File: src/logic/dataCache_cfg.svh
`ifndef DATACACHE_CFG_SVH
`define DATACACHE_CFG_SVH

// Byte address width of both buses
`define DC_ADDR_BITS 32

// Sets per way and 32-bit words per line
`define DC_SETS 16
`define DC_WORDS 4

// Address field widths
`define DC_INDEX_BITS ($clog2(`DC_SETS))
`define DC_WORD_BITS ($clog2(`DC_WORDS))
`define DC_OFFSET_BITS (`DC_WORD_BITS + 2)
`define DC_TAG_BITS (`DC_ADDR_BITS - `DC_INDEX_BITS - `DC_OFFSET_BITS)

`endif

File: src/logic/cpuPort.sv
`include "dataCache_cfg.svh"

module cpuPort (
  input  logic                     clk,
  input  logic                     reset,
  input  logic                     cpuCyc,
  input  logic                     cpuStb,
  input  logic                     cpuWe,
  input  logic [3:0]               cpuSel,
  input  logic [`DC_ADDR_BITS-1:0] cpuAdr,
  input  logic [31:0]              cpuDatW,
  output logic [31:0]              cpuDatR,
  output logic                     cpuAck,
  output logic                     reqValid,
  output logic                     reqWe,
  output logic [3:0]               reqSel,
  output logic [`DC_ADDR_BITS-1:0] reqAdr,
  output logic [31:0]              reqDat,
  input  logic                     respDone,
  input  logic [31:0]              respDat
);

  logic accept;

  // New request only when idle and not in our own ack cycle
  assign accept = cpuCyc && cpuStb && !reqValid && !cpuAck;

  always_ff @(posedge clk, posedge reset) begin
    if (reset) begin
      reqValid <= 1'b0;
      cpuAck   <= 1'b0;
    end else begin
      cpuAck <= respDone;
      if (respDone) begin
        reqValid <= 1'b0;
      end else if (accept) begin
        reqValid <= 1'b1;
      end
    end
  end

  // Request fields and read data
  always_ff @(posedge clk) begin
    if (accept) begin
      reqWe  <= cpuWe;
      reqSel <= cpuSel;
      reqAdr <= cpuAdr;
      reqDat <= cpuDatW;
    end
    if (respDone) begin
      cpuDatR <= respDat;
    end
  end

  // Processor must hold its cycle until it sees the ack
  ackInsideCycle: assert property (
    @(posedge clk) disable iff (reset) cpuAck |-> cpuCyc
  );

endmodule

File: config.mk
export PLATFORM = sky130hd
export DESIGN_NAME = cpuPort
export DESIGN_NICKNAME = d
export VERILOG_FILES = /design/src/logic/cpuPort.sv
export VERILOG_INCLUDE_DIRS = /design/src /design/src/logic
export SDC_FILE = /design/constraint.sdc
export NUM_CORES = 1
export LEC_CHECK = 0
export ABC_AREA = 1
export BUFFER_PORTS_ARGS = -buffer_cell sky130_fd_sc_hd__buf_2
export CAP_MARGIN = 20
export CORE_MARGIN = 5
export CORE_UTILIZATION = 44
export CTS_CLUSTER_DIAMETER = 50
export CTS_CLUSTER_SIZE = 14
export DETAILED_ROUTE_END_ITERATION = 6
export PLACE_DENSITY_LB_ADDON = 0.25
export SYNTH_ARGS = -nofsm -noshare
export SYNTH_HDL_FRONTEND = slang
export SYNTH_SLANG_ARGS = --single-unit
export TNS_END_PERCENT = 10
File: constraint.sdc
create_clock -name clk -period 14.1 [get_ports clk]
set_input_delay 0.705 -clock clk [delete_from_list [all_inputs] [get_ports clk]]
set_output_delay 0.705 -clock clk [all_outputs]
set_load 0.01 [all_outputs]
==> impl_summary.log <==
[metrics] Yosys cell types: 7
[metrics] Clock Root Buffer: sky130_fd_sc_hd__clkbuf_8
[metrics] vias per inst: 4.38
[metrics] post-detailed-route DRC marker count: 0
[metrics] largest net degree at the start of global routing: 70
[metrics] highest attainable clock frequency: 0.585 GHz
[metrics] number of buffers inserted during clock tree synthesis: 9
[metrics] Worst Tran Pin Value: 833 ps
[metrics] relative max-transition margin: 0.445
[metrics] vias post-DR: between 1.5k and 2k
[metrics] share of the core filled with cells: 0.653
[metrics] number of register bits inferred by synthesis: 103
[metrics] slowest cell on the critical path: sky130_fd_sc_hd__buf_4
[metrics] final-report hold violation count: 0
[metrics] Final Cycle Share: 0.121
[metrics] number of port buffers: 208
[metrics] first-pass GRT wire length: 10,000 um
[metrics] power per cell area: 123 mW/mm^2
[metrics] vertical extent of the die: between 90 and 100 um
[metrics] wire length reported by the detailed router: 7030 um
[metrics] Buf/Inv on CP: 2
[metrics] clock latency of the later-clocked register in the worst-skew pair: roughly 340 ps
[metrics] Iter 0 DRT Violations: 53
[metrics] Critical Path Max Stage Delay: between 600 and 700 ps
[metrics] row count: 30
[metrics] setup-violating endpoint count in the final report: 0
[metrics] number of antenna violations at the first check in global routing: 0
[metrics] final max-slew violation count: 0
[metrics] all-layer global routing usage: 0.156
[metrics] number of nets in the finished design: 438
[metrics] number of global-route vias before repair: 1,969
[metrics] area of the die: 0.00887 mm^2
[metrics] setup TNS: 0 ps
[metrics] CTS tree: yes
[metrics] final routed wire length divided by cell count: 16.2 um
[metrics] fraction of final layout cells sized beyond drive strength 1: 0.662
[metrics] instance count of the mapped netlist: 112
[metrics] worst endpoint data arrival time: 1680 ps
[metrics] worst setup path class: in2reg
[metrics] share of synthesized area occupied by flip-flops and latches: 0.988
[metrics] cell family with the largest share of critical-path delay: buffers and inverters
[metrics] Ys Warns: 0
[metrics] IR drop worst, VDD: 0.0692 mV
[metrics] Critical Path End Type: register
[metrics] LEAKAGE: 1.90 nW
[metrics] weighted congestion at the end of routability-driven global placement: 0.698
[metrics] largest clock skew in the final design: 9.10 ps
[metrics] Reg clk slew, reported paths: 80 ps
[metrics] number of nets produced by synthesis: 218
[metrics] total of cells resized after clock tree synthesis: 0
[metrics] initial standard-cell utilization of the core: 0.457
[metrics] CTS sink count: between 100 and 150
[metrics] class of the worst hold path: in2async
[metrics] critical path startpoint category: input port
[metrics] level count of the clock H-tree: 3
[metrics] critical path data required time: 14,070 ps
[metrics] number of post-CTS setup repair buffers: 0
[metrics] diodes inserted: 0
[metrics] max-cap viol count: 0
[metrics] final critical path time including I/O delays and setup: 1710 ps
[metrics] IO Pins: approximately 210
[metrics] cell area after synthesis: 0.00312 mm^2
[metrics] CTS Buffer Depth: 2
[metrics] count of antenna-violating nets left after detailed routing: 0
[metrics] Remaining Overflow, GRT: 0
[metrics] Max FO, Critical Path: between 60 and 70
[metrics] area growth from synthesis to final layout: 43.0%
[metrics] Post-DP HPWL: between 5000 and 6000 um
[metrics] Placeable Area: roughly 0.0068 mm^2
[metrics] cell-by-cell listing of the critical path: buf_2, nand2_1, nor3_2, buf_4
[metrics] run status: finished clean
[metrics] Die W: 94.2 um
[metrics] Avg Inst Size Synth: 27.9 um^2
[metrics] detailed-router iteration count before antenna repair: 4
[metrics] unrepaired setup endpoints after global routing: no
[metrics] # hold bufs at CTS: 0
-- state kept, by name (all words and copies together), names as in the netlist --
name / cells
reqWe: 1
reqSel: 4
cpuDatR: 32
cpuAck: 1
reqDat: 32
reqValid: 1
reqAdr: 32
-- layout by cell type (no fill, tap or decap) --
| cell type | n |
|---|---|
| sky130_fd_sc_hd__clkbuf_1 | 2 |
| sky130_fd_sc_hd__buf_2 | 208 |
| sky130_fd_sc_hd__nand3_1 | 1 |
| sky130_fd_sc_hd__nor2_1 | 1 |
| sky130_fd_sc_hd__nor3_2 | 1 |
| sky130_fd_sc_hd__dfrtp_1 | 2 |
| sky130_fd_sc_hd__clkinvlp_4 | 3 |
| sky130_fd_sc_hd__inv_1 | 3 |
| sky130_fd_sc_hd__clkinv_1 | 1 |
| sky130_fd_sc_hd__edfxtp_1 | 101 |
| sky130_fd_sc_hd__buf_4 | 1 |
| sky130_fd_sc_hd__clkbuf_8 | 9 |
| sky130_fd_sc_hd__clkinv_4 | 1 |
| sky130_fd_sc_hd__nand2_1 | 3 |
-- synth_stat cells --
library cell	number	area, um^2
sky130_fd_sc_hd__dfrtp_1	2	50.1
sky130_fd_sc_hd__edfxtp_1	101	3030
sky130_fd_sc_hd__inv_1	3	11.3
sky130_fd_sc_hd__nand2_1	3	11.3
sky130_fd_sc_hd__nand3_1	1	5.00
sky130_fd_sc_hd__nor2_1	1	3.75
sky130_fd_sc_hd__nor3_1	1	5.00
-- power breakdown --
group          switching (mW)  total, mW  internal [mW]
registers             0.00303      0.355          0.352
clock network          0.0903      0.154         0.0640
logic                  0.0211     0.0397         0.0187
total                   0.114      0.549          0.434
-- path summary, 6_finish.rpt --
path | start | to | slack, ps | cells after the start
worst max-delay path | cpuCyc | reqDat[4] | 12390 | 4
worst min-delay path | reset | cpuAck | 200 | 2
worst max register to register | reqValid | reqDat[4] | 12430 | 2
worst min register to register | reqValid | reqValid | 590 | 2
max in group asynchronous | reset | reqValid | 13790 | 2
min in group clk | cpuDatW[15] | reqDat[15] | 530 | 1
-- cell type report --
| type | instances | area (um^2) |
|---|---|---|
| clock inverter | 5 | 35.0 |
| sequential | 103 | 3080 |
| tap | 96 | 120 |
| inverter | 3 | 11.3 |
| fill | 534 | 2370 |
| timing repair buffer | 209 | 1050 |
| clock buffer | 11 | 131 |
| multi-input combinational | 6 | 30.0 |
-- per-stage QoR --
| step | cells | hold WS [ps] | instance area (um^2) | power [mW] | setup slack (ps) |
|---|---|---|---|---|---|
| after floorplan | 112 | 446 | 3120 | 0.373 | 8080 |
| after global placement | 417 | 533 | 4290 | 0.401 | 12050 |
| after detailed placement | 417 | 559 | 4290 | 0.402 | 12000 |
| after CTS | 433 | 174 | 4460 | 0.557 | 12390 |
| after global routing | 433 | 179 | 4460 | 0.576 | 12300 |
| final | 433 | 199 | 4460 | 0.549 | 12390 |
-- cell families (layout without fill, tap and decap cells) --
kind of cell	after synthesis	in the layout	synth area share
buffers and inverters	3	228	0.00361
DFF	103	103	0.988
and+or+nand+nor	6	6	0.00802
-- layer usage --
layer	GRT usage	share of wire	vias to the layer above	wire, um
met5	0	0	-	0
met4	0.0758	0.012	0	83
li1	-	-	881	-
met3	0.0849	0.17	8	1230
met2	0.267	0.50	141	3480
met1	0.152	0.32	865	2240
Power figures use the tool's default switching activity.
