File: src/logic/dataCache_cfg.svh
`ifndef DATACACHE_CFG_SVH
`define DATACACHE_CFG_SVH

// Byte address width of both buses
`define DC_ADDR_BITS 32

// Sets per way and 32-bit words per line
`define DC_SETS 16
`define DC_WORDS 4

// Address field widths
`define DC_INDEX_BITS ($clog2(`DC_SETS))
`define DC_WORD_BITS ($clog2(`DC_WORDS))
`define DC_OFFSET_BITS (`DC_WORD_BITS + 2)
`define DC_TAG_BITS (`DC_ADDR_BITS - `DC_INDEX_BITS - `DC_OFFSET_BITS)

`endif

File: src/logic/dataCachePkg.sv
`include "dataCache_cfg.svh"

package dataCachePkg;

  // One tag store entry per way and set
  typedef struct packed {
    logic valid;
    logic dirty;
    logic [`DC_TAG_BITS-1:0] tag;
  } tagEntry;

  // A full cache line, word 0 at the lowest address
  typedef logic [`DC_WORDS-1:0][31:0] lineData;

  typedef logic [`DC_INDEX_BITS-1:0] setIndex;
  typedef logic [`DC_WORD_BITS-1:0] wordIndex;

  // Controller states
  typedef enum logic [2:0] {
    idle,
    lookup,
    writeBack,
    refill,
    respond,
    uncached,
    flushScan,
    flushWrite
  } ctrlState;

endpackage

File: src/logic/memBusMaster.sv
`include "dataCache_cfg.svh"

module memBusMaster (
  input  logic                     clk,
  input  logic                     reset,
  input  logic                     opStart,
  input  logic                     opWrite,
  input  logic                     opSingle,
  input  logic [`DC_ADDR_BITS-1:0] opAdr,
  input  dataCachePkg::lineData    opLine,
  input  logic [3:0]               opSel,
  output logic                     opDone,
  output dataCachePkg::lineData    fillLine,
  output logic                     memCyc,
  output logic                     memStb,
  output logic                     memWe,
  output logic [3:0]               memSel,
  output logic [`DC_ADDR_BITS-1:0] memAdr,
  output logic [31:0]              memDatW,
  input  logic [31:0]              memDatR,
  input  logic                     memAck
);

  logic                     active, isWrite, isSingle;
  logic [`DC_ADDR_BITS-1:0] baseAdr;
  logic [3:0]               selReg;
  dataCachePkg::wordIndex   count;

  always_ff @(posedge clk, posedge reset) begin
    if (reset) begin
      active   <= 1'b0;
      isWrite  <= 1'b0;
      isSingle <= 1'b0;
      opDone   <= 1'b0;
      count    <= '0;
    end else begin
      opDone <= 1'b0;
      if (opStart) begin
        active   <= 1'b1;
        isWrite  <= opWrite;
        isSingle <= opSingle;
        // A single word starts at its own offset in the line
        count    <= opSingle ? opAdr[2 +: `DC_WORD_BITS] : '0;
      end else if (active && memAck) begin
        if (isSingle || count == dataCachePkg::wordIndex'(`DC_WORDS - 1)) begin
          active <= 1'b0;
          opDone <= 1'b1;
        end else begin
          count <= count + 1'b1;
        end
      end
    end
  end

  // Address, select and line buffer
  always_ff @(posedge clk) begin
    if (opStart) begin
      baseAdr  <= opAdr;
      selReg   <= opSel;
      fillLine <= opLine;
    end else if (active && memAck && !isWrite) begin
      fillLine[count] <= memDatR;
    end
  end

  assign memCyc  = active;
  assign memStb  = active;
  assign memWe   = active && isWrite;
  assign memSel  = isSingle ? selReg : 4'hf;
  assign memAdr  = {baseAdr[`DC_ADDR_BITS-1:`DC_OFFSET_BITS], count, baseAdr[1:0]};
  assign memDatW = fillLine[count];

  // Slave acks only a strobed word cycle
  ackInStb: assert property (
    @(posedge clk) disable iff (reset) memAck |-> memStb
  );

  // Address held until the slave acks
  adrStable: assert property (
    @(posedge clk) disable iff (reset) memStb && !memAck |=> $stable(memAdr)
  );

endmodule

File: config.mk
export PLATFORM = sky130hd
export DESIGN_NAME = memBusMaster
export DESIGN_NICKNAME = d
export VERILOG_FILES = /design/src/logic/dataCachePkg.sv /design/src/logic/memBusMaster.sv
export VERILOG_INCLUDE_DIRS = /design/src /design/src/logic
export SDC_FILE = /design/constraint.sdc
export NUM_CORES = 1
export LEC_CHECK = 0
export BUFFER_PORTS_ARGS = -buffer_cell sky130_fd_sc_hd__clkbuf_2
export CORE_AREA = 2 2 157 159
export DETAILED_ROUTE_END_ITERATION = 10
export DIE_AREA = 0 0 159 161
export GPL_ROUTABILITY_DRIVEN = 0
export PLACE_DENSITY = 0.66
export SETUP_SLACK_MARGIN = 0.05
export SYNTH_ARGS = -nofsm -noshare
export SYNTH_HDL_FRONTEND = slang
export SYNTH_SLANG_ARGS = --single-unit
File: constraint.sdc
create_clock -name clk -period 6.9 [get_ports clk]
set_input_delay 1.38 -clock clk [delete_from_list [all_inputs] [get_ports clk]]
set_output_delay 1.38 -clock clk [all_outputs]
set_load 0.01 [all_outputs]
==> flow_metrics.py <==
metrics = {
    "power_and_ir_drop": {
        "ir_drop_uv": 136,
        "p_switching_uw": 824,
        "leakage_uw": 0.00451,
        "p_clk_share_pct": 34.7,
        "p_comb_share_pct": 18.7,
        "powerDensity_nw_per_um2": 273,
        "power.share.sequential_pct": 46.5,
        "p_int_uw": 2010,
        "p_sw_share_pct": 29.1,
    },
    "sta": {
        "fin_ws_ps": 3340,
        "finalSetupTns_ps": 0,
        "rsz0062_at_grt": "false",
        "fin_crit_ps": 3560,
        "setup_viol": 0,
        "fin_skew_ps": 9.38,
        "slew_violations": 0,
        "hold_viol_final": 0,
        "finalCritPeriodShare_pct": 51.7,
        "maxSlewHeadroom_pct": 30.9,
        "fmax_mhz": 281,
        "worst_slew_pin_slew_ps": 1030,
    },
    "cts": {
        "numClockSinks": 168,
        "cts_setup_buffers": 0,
        "clk-insertion-delay-late_ps": 420,
        "cts_resized": 0,
        "cts_hold_buf": 0,
        "cts_buffers": 17,
        "clk_path_buf_depth": 2,
        "cts_tree": "done",
        "cts-root-buf": "clkbuf_16",
        "h-tree-depth": 4,
        "path_clk_slew_ps": 70,
    },
    "logic_synthesis": {
        "yosys_register_bits": 168,
        "yosys_warnings": 0,
        "syn_nets": 642,
        "synth_top_area_cell": "edfxtp_1",
        "avgSynthCellArea_um2": 17.4,
        "synth_mux_area_share_pct": 10.1,
        "synth_compound_area_share_pct": 15.5,
        "synth-simple-area-share_pct": 3.64,
        "syn_area_um2": 7590,
        "synth_area_leaders": "edfxtp_1 64%, a22o_1 15%, mux4_2 8.3%",
        "synth_top_family_by_area": "compound AO/OA/AOI/OAI gates",
        "synth_xor_area_share_pct": 0.115,
        "synth_adder_area_share_pct": 0.659,
        "ys_seq_area_share_pct": 66.0,
        "syn_inst": 436,
        "synth_top_area_share_pct": 64.1,
        "yosysUniqueCellTypes": 26,
    },
    "setup_path": {
        "critPathKind": "register to primary output",
        "slowest_delay_ps": 930,
        "setup.worst_path.end_class": "primary output",
        "worstSetupStartpointType": "register",
        "r2r_slack_ps": 3670,
        "worst-path-buf-inv": 1,
        "path_cells": "mux4_2 -> clkbuf_2",
        "required_ps": 5520,
        "cp_max_fo": 37,
        "worst_path_max_delay_cell": "dfrtp_4",
        "critPathArrivalTime_ps": 2180,
        "crit_family": "flip-flops",
    },
    "placement": {
        "dp_slack_ps": 3590,
        "placed_area_um2": 9760,
        "post-dp-hpwl_mm": 17.4,
        "io_buffers": 401,
    },
    "grt": {
        "grt_max_degree": 86,
        "overflow": 0,
        "grt_pass1_wl_mm": 36.0,
        "grt_pass1_vias": 5969,
        "grt_usage_pct": 18.7,
        "grt_antenna_before_repair": 1,
    },
    "route": {
        "drt-total-wl_mm": 24.5,
        "ant_nets": 0,
        "drc": 0,
        "dr.pass1.iters": 4,
        "routed_via_density": 4.99,
        "drt-initial-drc-count": 374,
        "vias": 5739,
        "routedWlPerCell_um": 21.3,
    },
    "cells_and_area": {
        "final_layout_size_suffix_gt1_share_pct": 57.6,
        "final_nets": 1020,
        "final_common_cell": "clkbuf_2",
        "most-common-layout-cells": "400 x clkbuf_2, 162 x edfxtp_1, 128 x a22o_1, 32 x nor2b_1, 28 x mux4_2",
        "area_growth_pct": 36.5,
        "antenna_cells": 0,
        "final_area_um2": 10400,
    },
    "die": {
        "dieArea_um2": 25600,
        "start_util_pct": 31.7,
        "design.core.area_um2": 24000,
        "chipWidth_um": 159,
        "io_pins": 402,
        "fp.dieH_um": 161,
        "placementRows": 57,
    },
    "worst_hold_path": {
        "hp-class": "register to register",
    },
    "outcome": {
        "outcome": "finished clean",
    },
    "flow_run": {
        "drv_cap": 0,
    },
}
-- power by group through the flow --
stage | Combinational (µW) | Clock, µW | Sequential (µW)
2_1_floorplan | 281 | 0 | 1330
3_3_place_gp | 531 | 0 | 1340
3_5_place_dp | 535 | 0 | 1340
4_1_cts | 536 | 1000 | 1320
5_1_grt | 570 | 1050 | 1330
6_report | 531 | 985 | 1320
-- cell type report --
cell class              count  area [µm²]
clock buffers              17         425
clock inverters            15         181
fillers                  2221       13600
inverters                   3        11.3
multi-input cells         221        2300
flip-flops and latches    168        5020
well taps                 324         405
repair buffers            403        2030
-- path summary, 6_finish.rpt --
check                      startpoint           end  cells after the start
min reg2reg                   isWrite       isWrite                      1
max                          count[0]   memDatW[12]                      2
max in group asynchronous       reset      count[0]                      2
min                           isWrite       isWrite                      1
min in group asynchronous       reset      count[1]                      2
max reg2reg                  count[1]  fillLine[79]                      2
-- worst reg2reg max path: cells and delay by family (launching register included) --
family / cells / cell delay, ps
AOI/OAI and AO/OA: 1 / 860
DFF: 1 / 1010
adders and majority gates: 1 / 970
-- metal layers --
layer | track usage (%) | up-vias | wire length (µm)
li1 | - | 2583 | -
met1 | 23.2 | 2825 | 9890
met2 | 32.5 | 312 | 12500
met3 | 4.42 | 19 | 1640
met4 | 5.95 | 0 | 399
met5 | 0 | - | 0
-- logic make-up (layout without fill, tap and decap cells) --
group | Yosys count | count (layout)
flip-flops | 168 | 168
AND/OR/NAND/NOR | 45 | 45
multiplexers | 35 | 35
adder cells (fa/ha/maj) | 4 | 4
buffers and inverters | 47 | 438
XOR/XNOR | 1 | 1
AO/OA/AOI/OAI | 136 | 136
-- stage by stage --
| stage | power (µW) | instances | utilization [%] | hold WS, ps |
|---|---|---|---|---|
| 3_5_place_dp | 1880 | 1119 | 40.7 | 533 |
| 2_1_floorplan | 1610 | 436 | - | 495 |
| 6_report | 2830 | 1151 | 43.3 | 542 |
| 4_1_cts | 2860 | 1151 | 43.3 | 549 |
| 5_1_grt | 2950 | 1151 | 43.3 | 574 |
| 3_3_place_gp | 1870 | 1119 | 40.7 | 530 |
-- cells in the mapped netlist --
master    instances
edfxtp_1        162
a22o_1          128
nor2b_1          33
mux4_2           28
buf_4            15
buf_2            11
clkbuf_1         11
dfrtp_1           6
a21o_1            5
ha_1              4
mux4_1            4
nand2b_1          4
buf_1             3
buf_12            3
inv_1             3
o21ai_0           3
mux2_2            2
nand3_1           2
nor2_1            2
and2_1            1
and4bb_2          1
buf_6             1
mux2i_1           1
nand2_1           1
nor3_1            1
xnor2_1           1
-- flip-flops by register name, summed over array words and instances, names as in the netlist --
| name | count |
|---|---|
| fillLine | 128 |
| baseAdr | 30 |
| selReg | 4 |
| count | 2 |
| isSingle | 1 |
| isWrite | 1 |
| memCyc | 1 |
| opDone | 1 |
Power figures use the tool's default switching activity.
