## src/logic/dataCache_cfg.svh

```systemverilog
`ifndef DATACACHE_CFG_SVH
`define DATACACHE_CFG_SVH

// Byte address width of both buses
`define DC_ADDR_BITS 32

// Sets per way and 32-bit words per line
`define DC_SETS 16
`define DC_WORDS 4

// Address field widths
`define DC_INDEX_BITS ($clog2(`DC_SETS))
`define DC_WORD_BITS ($clog2(`DC_WORDS))
`define DC_OFFSET_BITS (`DC_WORD_BITS + 2)
`define DC_TAG_BITS (`DC_ADDR_BITS - `DC_INDEX_BITS - `DC_OFFSET_BITS)

`endif

```

## src/logic/dataCachePkg.sv

```systemverilog
`include "dataCache_cfg.svh"

package dataCachePkg;

  // One tag store entry per way and set
  typedef struct packed {
    logic valid;
    logic dirty;
    logic [`DC_TAG_BITS-1:0] tag;
  } tagEntry;

  // A full cache line, word 0 at the lowest address
  typedef logic [`DC_WORDS-1:0][31:0] lineData;

  typedef logic [`DC_INDEX_BITS-1:0] setIndex;
  typedef logic [`DC_WORD_BITS-1:0] wordIndex;

  // Controller states
  typedef enum logic [2:0] {
    idle,
    lookup,
    writeBack,
    refill,
    respond,
    uncached,
    flushScan,
    flushWrite
  } ctrlState;

endpackage

```

## src/logic/cacheController.sv

```systemverilog
`include "dataCache_cfg.svh"

module cacheController (
  input  logic                     clk,
  input  logic                     reset,
  input  logic                     cacheEnable,
  input  logic                     flushReq,
  output logic                     flushBusy,
  input  logic                     reqValid,
  input  logic                     reqWe,
  input  logic [3:0]               reqSel,
  input  logic [`DC_ADDR_BITS-1:0] reqAdr,
  input  logic [31:0]              reqDat,
  output logic                     respDone,
  output logic [31:0]              respDat,
  output dataCachePkg::setIndex    idx,
  output logic [`DC_TAG_BITS-1:0]  lookupTag,
  output logic [1:0]               tagWe,
  output logic [1:0]               dataWe,
  output dataCachePkg::tagEntry    tagIn,
  output dataCachePkg::lineData    lineIn,
  output logic                     lruWe,
  output logic                     lruIn,
  input  dataCachePkg::tagEntry    tag0,
  input  dataCachePkg::tagEntry    tag1,
  input  dataCachePkg::lineData    line0,
  input  dataCachePkg::lineData    line1,
  input  logic                     hit,
  input  logic                     hitWay,
  input  logic                     lru,
  output logic                     opStart,
  output logic                     opWrite,
  output logic                     opSingle,
  output logic [`DC_ADDR_BITS-1:0] opAdr,
  output dataCachePkg::lineData    opLine,
  output logic [3:0]               opSel,
  input  logic                     opDone,
  input  dataCachePkg::lineData    fillLine
);

  dataCachePkg::ctrlState state, nextState;
  dataCachePkg::setIndex  flushIdx;
  dataCachePkg::wordIndex reqWord;
  dataCachePkg::tagEntry  selTag;
  dataCachePkg::lineData  selLine;
  logic victim, pick, way, flushWay, opPending;
  logic dirty0, dirty1;

  function automatic logic [31:0] mergeWord(input logic [31:0] old, input logic [31:0] data,
                                            input logic [3:0] sel);
    logic [31:0] res;
    res = old;
    for (int b = 0; b < 4; b++) begin
      if (sel[b]) res[8*b +: 8] = data[8*b +: 8];
    end
    return res;
  endfunction

  assign reqWord   = reqAdr[2 +: `DC_WORD_BITS];
  assign lookupTag = reqAdr[`DC_ADDR_BITS-1 -: `DC_TAG_BITS];
  assign flushBusy = (state == dataCachePkg::flushScan) || (state == dataCachePkg::flushWrite);
  assign idx       = flushBusy ? flushIdx : reqAdr[`DC_OFFSET_BITS +: `DC_INDEX_BITS];
  assign respDone  = state == dataCachePkg::respond;
  assign dirty0    = tag0.valid && tag0.dirty;
  assign dirty1    = tag1.valid && tag1.dirty;

  // Victim is an empty way first, then the LRU way
  assign pick = tag0.valid ? (tag1.valid ? lru : 1'b1) : 1'b0;

  // Way that the current state works on
  always_comb begin
    case (state)
      dataCachePkg::lookup:     way = hit ? hitWay : pick;
      dataCachePkg::flushScan:  way = ~dirty0;
      dataCachePkg::flushWrite: way = flushWay;
      default:                  way = victim;
    endcase
  end

  assign selTag  = way ? tag1 : tag0;
  assign selLine = way ? line1 : line0;

  always_comb begin
    nextState = state;
    tagWe     = '0;
    dataWe    = '0;
    tagIn     = selTag;
    lineIn    = selLine;
    lruWe     = 1'b0;
    lruIn     = ~way;
    opStart   = 1'b0;
    opWrite   = 1'b0;
    opSingle  = 1'b0;
    opAdr     = {lookupTag, idx, {`DC_OFFSET_BITS{1'b0}}};
    opLine    = selLine;
    opSel     = 4'hf;
    case (state)
      dataCachePkg::idle: begin
        if (reqValid && cacheEnable) begin
          nextState = dataCachePkg::lookup;
        end else if (reqValid) begin
          // Straight to memory as one word
          opStart   = 1'b1;
          opWrite   = reqWe;
          opSingle  = 1'b1;
          opAdr     = reqAdr;
          opLine    = {`DC_WORDS{reqDat}};
          opSel     = reqSel;
          nextState = dataCachePkg::uncached;
        end else if (flushReq) begin
          nextState = dataCachePkg::flushScan;
        end
      end
      dataCachePkg::lookup: begin
        if (hit) begin
          lruWe = 1'b1;
          if (reqWe) begin
            lineIn[reqWord] = mergeWord(selLine[reqWord], reqDat, reqSel);
            tagIn.dirty     = 1'b1;
            tagWe[way]      = 1'b1;
            dataWe[way]     = 1'b1;
          end
          nextState = dataCachePkg::respond;
        end else begin
          opStart = 1'b1;
          if (selTag.valid && selTag.dirty) begin
            opWrite   = 1'b1;
            opAdr     = {selTag.tag, idx, {`DC_OFFSET_BITS{1'b0}}};
            nextState = dataCachePkg::writeBack;
          end else begin
            nextState = dataCachePkg::refill;
          end
        end
      end
      dataCachePkg::writeBack: begin
        if (opDone) begin
          opStart   = 1'b1;
          nextState = dataCachePkg::refill;
        end
      end
      dataCachePkg::refill: begin
        // Install clean, then look up again to apply the request
        if (opDone) begin
          tagWe[way]  = 1'b1;
          dataWe[way] = 1'b1;
          tagIn.valid = 1'b1;
          tagIn.dirty = 1'b0;
          tagIn.tag   = lookupTag;
          lineIn      = fillLine;
          nextState   = dataCachePkg::lookup;
        end
      end
      dataCachePkg::respond: nextState = dataCachePkg::idle;
      dataCachePkg::uncached: begin
        if (opDone) nextState = dataCachePkg::respond;
      end
      dataCachePkg::flushScan: begin
        if (dirty0 || dirty1) begin
          opStart   = 1'b1;
          opWrite   = 1'b1;
          opAdr     = {selTag.tag, idx, {`DC_OFFSET_BITS{1'b0}}};
          nextState = dataCachePkg::flushWrite;
        end else if (flushIdx == dataCachePkg::setIndex'(`DC_SETS - 1)) begin
          nextState = dataCachePkg::idle;
        end
      end
      dataCachePkg::flushWrite: begin
        // Line stays valid and only its dirty bit clears before the set is scanned again
        if (opDone) begin
          tagWe[way]  = 1'b1;
          tagIn.dirty = 1'b0;
          nextState   = dataCachePkg::flushScan;
        end
      end
      default: nextState = dataCachePkg::idle;
    endcase
  end

  always_ff @(posedge clk, posedge reset) begin
    if (reset) begin
      state     <= dataCachePkg::idle;
      victim    <= 1'b0;
      flushWay  <= 1'b0;
      flushIdx  <= '0;
      opPending <= 1'b0;
    end else begin
      state <= nextState;
      if (state == dataCachePkg::lookup && !hit) victim <= pick;
      if (nextState == dataCachePkg::flushWrite && state == dataCachePkg::flushScan) begin
        flushWay <= way;
      end
      if (state == dataCachePkg::idle) begin
        flushIdx <= '0;
      end else if (state == dataCachePkg::flushScan && nextState == dataCachePkg::flushScan) begin
        flushIdx <= flushIdx + 1'b1;
      end
      if (opStart) begin
        opPending <= 1'b1;
      end else if (opDone) begin
        opPending <= 1'b0;
      end
    end
  end

  always_ff @(posedge clk) begin
    if (state == dataCachePkg::lookup && hit) begin
      respDat <= selLine[reqWord];
    end else if (state == dataCachePkg::uncached && opDone) begin
      respDat <= fillLine[reqWord];
    end
  end

  // Bus master takes a new operation only once the previous one is done
  oneOpAtATime: assert property (
    @(posedge clk) disable iff (reset) opStart |-> (!opPending || opDone)
  );

  respWithReq: assert property (
    @(posedge clk) disable iff (reset) respDone |-> reqValid
  );

endmodule

```

## config.mk

```make
export PLATFORM = sky130hd
export DESIGN_NAME = cacheController
export DESIGN_NICKNAME = d
export VERILOG_FILES = /design/src/logic/dataCachePkg.sv /design/src/logic/cacheController.sv
export VERILOG_INCLUDE_DIRS = /design/src /design/src/logic
export SDC_FILE = /design/constraint.sdc
export NUM_CORES = 1
export LEC_CHECK = 0
export ABC_AREA = 1
export BUFFER_PORTS_ARGS = -buffer_cell sky130_fd_sc_hd__buf_2
export CAP_MARGIN = 20
export CORE_AREA = 2 2 357 359
export CTS_CLUSTER_DIAMETER = 60
export DETAILED_ROUTE_END_ITERATION = 10
export DIE_AREA = 0 0 359 361
export HOLD_SLACK_MARGIN = 0.03
export PLACE_DENSITY = 0.4
export RECOVER_POWER = 100
export SETUP_SLACK_MARGIN = 0.5
export SYNTH_ARGS = -nofsm -noshare
export SYNTH_HDL_FRONTEND = slang
export SYNTH_SLANG_ARGS = --single-unit
```

## constraint.sdc

```tcl
create_clock -name clk -period 3.5 [get_ports clk]
set_input_delay 0.35 -clock clk [delete_from_list [all_inputs] [get_ports clk]]
set_output_delay 0.35 -clock clk [all_outputs]
set_load 0.1 [all_outputs]
```

==> results of run 1 <==
-- how the worst max path moves through the flow --
stage              from          end  slack, ps  cells after the start
2_1_floorplan  state[2]      opWrite         80                     12
3_3_place_gp   state[2]   lineIn[17]       -160                     16
3_5_place_dp   state[2]   lineIn[17]       -170                     16
4_1_cts        state[0]  lineIn[106]         30                     17
5_1_grt        state[0]   lineIn[44]        -40                     17
6_report       state[0]   lineIn[60]         90                     18
-- layer usage --
| metal | global-route usage | up-vias |
|---|---|---|
| met3 | 0.04510 | 268 |
| met4 | 0.06552 | 30 |
| met1 | 0.2643 | 11490 |
| li1 | - | 10860 |
| met2 | 0.3582 | 1303 |
| met5 | 0 | - |
-- metrics by stage --
stage / worst slack (ps) / std cells / utilization / hold WS (ps) / TNS, ps
floorplan: 75.53 / 2742 / - / 177.9 / 0
global placement: -159.5 / 5255 / 0.2030 / 385.5 / -587.9
detailed placement: -174.1 / 5255 / 0.2030 / 402.7 / -601.5
CTS: 34.91 / 5335 / 0.2184 / 326.9 / 0
global route: -41.06 / 5387 / 0.2346 / 351.0 / -693.9
finish: 91.35 / 5391 / 0.2347 / 368.5 / 0
-- area by class of cell --
type / instances / area [µm²] / area share
tap: 1650 / 2064 / 0.07014
multi-input combinational: 2009 / 12030 / 0.4086
clock inverter: 1 / 6.256 / 0.0002125
inverter: 490 / 1861 / 0.06321
clock buffer: 7 / 163.9 / 0.005568
sequential: 41 / 1190 / 0.04042
timing repair buffer: 1180 / 12090 / 0.4107
antenna: 13 / 32.53 / 0.001105
-- flip-flops by register name (all words and copies together) (netlist names) --
name	count
flushIdx	4
flushWay	1
respDat	32
state	3
victim	1
-- placed cells by master (no fill, tap or decap), types with 20 or more instances in the layout --
| master | netlist | routed |
|---|---|---|
| inv_1 | 457 | 449 |
| edfxtp_1 | 32 | 32 |
| buf_16 | 0 | 24 |
| nand2_2 | 1 | 212 |
| nor2_2 | 0 | 31 |
| buf_4 | 36 | 183 |
| nand3_2 | 0 | 107 |
| o21ai_1 | 35 | 30 |
| buf_12 | 0 | 313 |
| clkbuf_1 | 134 | 66 |
| nand2_4 | 1 | 47 |
| o21ai_0 | 404 | 228 |
| inv_2 | 17 | 21 |
| o211ai_1 | 36 | 36 |
| clkbuf_16 | 0 | 20 |
| nand3_1 | 339 | 227 |
| buf_2 | 20 | 549 |
| o21ai_2 | 0 | 163 |
| a221oi_1 | 32 | 32 |
| o22ai_1 | 94 | 94 |
| nand2_1 | 950 | 693 |
-- cell families (layout without fill, tap and decap cells) --
family | Yosys count | in the layout | synth area share
and+or+nand+nor | 1367 | 1370 | 0.4240
buffers and inverters | 695 | 1678 | 0.2099
muxes | 24 | 24 | 0.01810
adders and majority gates | 1 | 1 | 0.0009424
xor gates and xnor gates | 2 | 2 | 0.001320
AOI/OAI and AO/OA | 612 | 612 | 0.2564
DFF | 41 | 41 | 0.08935
other | 0 | 13 | 0
-- timing repair --
action                                  CTS  global route
gates resized for setup                 209           455
gates cloned                             22            12
endpoints found under the setup margin  309           316
hold endpoints to repair                  9             0
hold buffers                              1             0
setup buffers                            49            31
pin swaps                                44           130
-- worst max-delay path, cell delays in order (launching register included) --
cell,delay (ps)
dfrtp_2,470
buf_6,140
nand3_4,100
nand2_2,70
or2_4,330
nand2_8,160
buf_12,160
buf_12,150
buf_16,150
nand2_2,70
o21ai_4,80
nand2_1,90
nand2_2,80
nor2_2,50
nand2_2,110
nand3_2,110
nand2_2,110
nand2_2,80
buf_12,160
==> flow_summary_export.csv, run 1 <==
group,metric,value,unit
synthesis,syn_nets,3257,
synthesis,yosysTopAreaCell,"nand2_1",
route,antenna_left,0,
placement,postPlaceCellArea,0.02545,mm²
floorplanning,num_io_pins,903,
sta,slew_viol_final,19,
synthesis,ys_seq_area_frac,0.08935,
floorplanning,die_h,361,µm
worst_hold_path,hold_depth,4,
critical_path,regToRegSetupSlack,210,ps
floorplanning,die_w,359,µm
clocking,h-tree-depth,2,
synthesis,ys_top_cells_by_count,"nand2_1 (950), inv_1 (457), o21ai_0 (404)",
sta,fin_crit,3409,ps
route,top_layer,"met5",
placement,hpwl,111400,µm
route,wl_met1,62070,µm
sta,worst-slew-pin-transition,1942,ps
placement,globalplace.congestion,0.9180,
critical_path,required,3150,ps
route,routed_wl,147900,µm
critical_path,cp_max_fo,6,
global_routing,grt_pass1_wl,191100,µm
floorplanning,rows,130,
synthesis,syn_area_per_cell,4.841,µm²
synthesis,netlist_area,0.01328,mm²
global_routing,grt_pass1_vias,22590,
critical_path,r2r_start,"state[1]",
clocking,clk_latency,350,ps
route,drtIter0Drc,1991,
critical_path,worst_ep_arrival_time,3060,ps
final_layout,area_delta_synth_final,121.7,%
worst_hold_path,worstHoldStart,"reqValid",
route,dr_wl_met2,69560,µm
clocking,cts_tree,"done",
clocking,cts_sinks,41,
placement,io_buffers,902,
floorplanning,core,0.1254,mm²
sta,fin_skew,16.39,ps
synthesis,ys.flop_type,"edfxtp_1",
clocking,clockBufferDepth,2,
flow_run,cap_violations,1,
synthesis,yosysUniqueCellTypes,38,
route,route.met3.wl,10890,µm
route,routed_via_density,4.442,
run_status,violations,"capacitance limit, slew limit",
synthesis,syn-instance-count,2742,
critical_path,reg2reg_to,"respDat[1]",
clocking,cts_inserted_buffers,5,
synthesis,async_reset_ff_frac,0.2195,
synthesis,synth_area_leaders,"nand2_1 (27%), o21ai_0 (15%), inv_1 (13%)",
final_layout,final_nets,4242,
synthesis,ys_seq_elements,41,
run_status,status,"finished with violations",
synthesis,ys_warn_count,0,
critical_path,critical_path.endpoint_type,"output port",
critical_path,reg2reg_depth,7,
sta,rsz0062_at_grt,"true",
critical_path,criticalPathCategory,"register to output port",
floorplanning,initial_core_util,0.1059,
worst_hold_path,hp-class,"primary input to register",
route,vias,23950,
final_layout,drive_gt1_frac,0.4761,
route,drc,0,
sta,clock.fmax,293.4,MHz
final_layout,finalInstanceArea,0.02944,mm²
global_routing,antenna_found_initial,53,
synthesis,synth_most_common_cell,"nand2_1",
synthesis,synth_top_area_frac,0.2686,
global_routing,overflow,0,
synthesis,synth_edf_count,32,
global_routing,grt_max_degree,154,
sta,hold_viol_final,0,
sta,timing.final.crit_share,0.9739,
critical_path,start_kind,"register",
clocking,clock-root-buffer,"clkbuf_16",
final_layout,fillers,14290,
clocking,clk_pin_slew_worst_paths,80,ps
worst_hold_path,hold_path_end,"state[2]",
sta,setup_viol,0,
global_routing,gr-usage-all-layers,0.2107,
sta,max_slew_margin,-0.2947,
floorplanning,fp.dieArea,0.1296,mm²
route,first_pass_iters,5,
route,wire_per_inst,27.43,µm
Power of run 1 is left out: the tool's default activity adds up to more than one toggle a clock period on the data nets, which glitch-free logic cannot reach.
==> run 2: changes to the inputs <==
--- a/config.mk
+++ b/config.mk
@@ -6,15 +6,14 @@
 export SDC_FILE = /design/constraint.sdc
 export NUM_CORES = 1
 export LEC_CHECK = 0
-export ABC_AREA = 1
 export BUFFER_PORTS_ARGS = -buffer_cell sky130_fd_sc_hd__buf_2
 export CAP_MARGIN = 20
-export CORE_AREA = 2 2 357 359
+export CORE_AREA = 2 2 352 354
 export CTS_CLUSTER_DIAMETER = 60
 export DETAILED_ROUTE_END_ITERATION = 10
-export DIE_AREA = 0 0 359 361
+export DIE_AREA = 0 0 354 356
 export HOLD_SLACK_MARGIN = 0.03
-export PLACE_DENSITY = 0.4
+export PLACE_DENSITY = 0.39
 export RECOVER_POWER = 100
 export SETUP_SLACK_MARGIN = 0.5
 export SYNTH_ARGS = -nofsm -noshare
==> constraint.sdc (replaced) <==
create_clock -name clk -period 3.5 [get_ports clk]
set_input_delay 0.7 -clock clk [delete_from_list [all_inputs] [get_ports clk]]
set_output_delay 0.7 -clock clk [all_outputs]
set_load 0.1 [all_outputs]
==> run 2 against run 1 <==
Against the previous run:
- the flow finishes with violations (capacitance limit, setup timing)
- worst setup slack lost 330 ps
- first-iteration DRC count shrank 39%
- worst hold slack lost 40 ps
==> flow_summary_export.csv, run 2 <==
group,metric,value,unit
run_status,status,"finished with violations",
run_status,violations,"capacitance limit, setup timing",
synthesis,synth_xor_area_frac,0.002318,
route,routed_via_density,4.283,
final_layout,reg.largest.list,"respDat x32, flushIdx x4, state x3",
critical_path,critical_path.endpoint_type,"output port",
global_routing,grt_pass1_wl,175900,µm
synthesis,synth_edf_count,32,
sta,setup_tns,-24290,ps
clocking,clock-root-buffer,"clkbuf_16",
critical_path,path_buf_inv,7,
sta,rsz0062_at_grt,"true",
placement,io_buffers,902,
clocking,cts_sinks,41,
synthesis,synth_compound_area_frac,0.2891,
synthesis,synth_area_leaders,"mux2i_1 (19%), nor2_1 (8.6%), edfxtp_1 (8.5%)",
synthesis,syn-instance-count,1483,
final_layout,instances_no_fill,4541,
clocking,cts_tree,"done",
final_layout,final_common_cell,"buf_2",
critical_path,slowest_stage,"dfrtp_1",
sta,slew_viol_final,0,
clocking,cts_hold_buf,0,
sta,max_slew_margin,0.009527,
synthesis,ys_seq_area_frac,0.1046,
final_layout,drive_gt1_frac,0.7647,
route,routed_wl,135800,µm
floorplanning,die_h,356,µm
synthesis,yosysTopAreaCell,"mux2i_1",
sta,fin_skew,13.77,ps
critical_path,regToRegSetupSlack,450,ps
synthesis,syn_nets,1998,
critical_path,critPathTopFamily,"buffers and inverters",
route,wire_per_inst,29.90,µm
sta,setup_viol,224,
floorplanning,fp.dieArea,0.1260,mm²
sta,fin_crit,3738,ps
floorplanning,num_io_pins,903,
worst_hold_path,hp-class,"primary input to async pin",
final_layout,fillers,12930,
synthesis,synthSimpleGateAreaFrac,0.1625,
synthesis,netlist_area,0.01133,mm²
sta,worst_slack,-237.6,ps
placement,globalplace.congestion,0.9241,
clocking,h-tree-depth,2,
clocking,cts_inserted_buffers,5,
synthesis,ys_top_cells_by_count,"nor2_1 (261), mux2i_1 (217), a21oi_1 (153)",
synthesis,async_reset_ff_frac,0.2195,
final_layout,largest_reg_flops,32,
synthesis,synthAdderAreaFrac,0.001104,
critical_path,criticalPathCategory,"register to output port",
global_routing,grt_pass1_vias,19940,
floorplanning,core,0.1227,mm²
final_layout,mostFrequentLayoutCells,"buf_2 (520), buf_12 (424), buf_4 (305)",
floorplanning,rows,129,
sta,timing.final.crit_share,1.068,
critical_path,reg2reg_to,"respDat[29]",
synthesis,synth_top_family_by_area,"multiplexers",
clocking,clockBufferDepth,2,
synthesis,post_synth_mux_area_share,0.3615,
floorplanning,die_w,354,µm
critical_path,start_kind,"register",
floorplanning,initial_core_util,0.09240,
synthesis,synth_most_common_cell,"nor2_1",
final_layout,area_delta_synth_final,210.5,%
critical_path,crit_chain,"buf_6 > nand3b_1 > o221ai_2 > a22oi_2 > buf_6 > buf_6 > buf_12 > buf_16 > buf_8 > mux2i_1 > o221ai_2 > o221ai_2 > buf_12",
final_layout,final_nets,3387,
synthesis,synth_top_area_frac,0.1916,
sta,hold_viol_final,0,
critical_path,worst_ep_arrival_time,3040,ps
route,antenna_left,0,
sta,clock.fmax,267.6,MHz
flow_run,cap_violations,1,
global_routing,overflow,0,
critical_path,reg2reg_depth,14,
clocking,clk_pin_slew_worst_paths,90,ps
placement,place_ws,-439.8,ps
synthesis,syn_area_per_cell,7.643,µm²
sta,holdWs,328.6,ps
route,first_pass_iters,5,
synthesis,yosysUniqueCellTypes,63,
synthesis,ys_warn_count,0,
critical_path,slowest_delay,420,ps
route,drc,0,
route,drtIter0Drc,1217,
global_routing,antenna_found_initial,70,
global_routing,gr-usage-all-layers,0.2032,
placement,dp.cells,4242,
critical_path,cp_max_fo,8,
synthesis,ys.flop_type,"edfxtp_1",
critical_path,required,2800,ps
clocking,clk_latency,350,ps
critical_path,r2r_start,"state[2]",
synthesis,ys_seq_elements,41,
final_layout,top_register,"respDat",
global_routing,grt_max_degree,40,
route,vias,19450,
placement,hpwl,107500,µm
sta,worst-slew-pin-transition,1492,ps
run 2: cell count changes in the layout (fill, tap and decap cells not counted), moves of 153 or more:
cell / before / now
inv_1: 449 / 6
nand3_1: 227 / 6
o21ai_2: 163 / 2
nand2_2: 212 / 7
nand2_1: 693 / 124
buf_6: 17 / 170
o21ai_0: 228 / 11
run 2: cell type report:
cell class                      instances  area (µm²)  share of cell area
Timing Repair Buffer                 1540       16810              0.4777
Multi-Input combinational cell       1270       14820              0.4211
Tap cell                             1637        2048             0.05819
Sequential cell                        41        1186             0.03370
Clock buffer                            7       163.9            0.004657
Inverter                               14       80.08            0.002275
Antenna cell                           31       77.57            0.002204
Clock inverter                          1       6.256           0.0001777
run 2: worst reg2reg max path: stages, from the launching register on:
cell and delay (ps):
dfrtp_1 410, or3b_4 420, o221ai_2 80, a22oi_2 100, buf_6 150, buf_6 140, buf_16 140, buf_12 120
buf_16 120, buf_8 120, buf_4 130, mux2i_2 170, buf_4 140, mux4_2 420, o21ai_0 220
run 2: timing repair:
item,in CTS,in global routing
gates resized for setup,829,315
endpoints found under the setup margin,336,337
cloned,18,4
pin swaps,151,140
setup buffers,164,74
run 2: cell families (layout without fill, tap and decap cells):
family / count (synthesis) / after routing
AO/OA/AOI/OAI: 465 / 465
XOR/XNOR: 3 / 3
adder cells (fa/ha/maj): 1 / 1
buffers and inverters: 172 / 1562
flip-flops: 41 / 41
multiplexers: 346 / 346
other: 0 / 31
AND/OR/NAND/NOR: 455 / 455
run 2: metal layers:
metal | up-vias | share of wire | GRT usage
met2 | 906 | 0.47 | 0.3372
li1 | 8590 | - | -
met3 | 214 | 0.077 | 0.05424
met5 | - | 0.0014 | 0
met1 | 9709 | 0.41 | 0.2553
met4 | 30 | 0.034 | 0.06331
run 2: how the worst max path moves through the flow:
stage | start | end | slack [ps] | depth (start not counted)
6_report | state[1] | lineIn[38] | -240 | 13
5_1_grt | state[1] | lineIn[11] | -340 | 14
3_5_place_dp | tag0[25] | lineIn[17] | -440 | 12
4_1_cts | state[2] | lineIn[12] | -260 | 11
2_1_floorplan | hit | opLine[15] | -280 | 8
3_3_place_gp | tag0[25] | lineIn[17] | -470 | 12
run 2: stage by stage:
stage          utilization  area (µm²)
4_1_cts             0.2693       33030
5_1_grt             0.2865       35150
3_5_place_dp        0.2224       27290
3_3_place_gp        0.2224       27290
2_1_floorplan            -       14850
6_report            0.2869       35200
Power of run 2 is left out for the same reason.
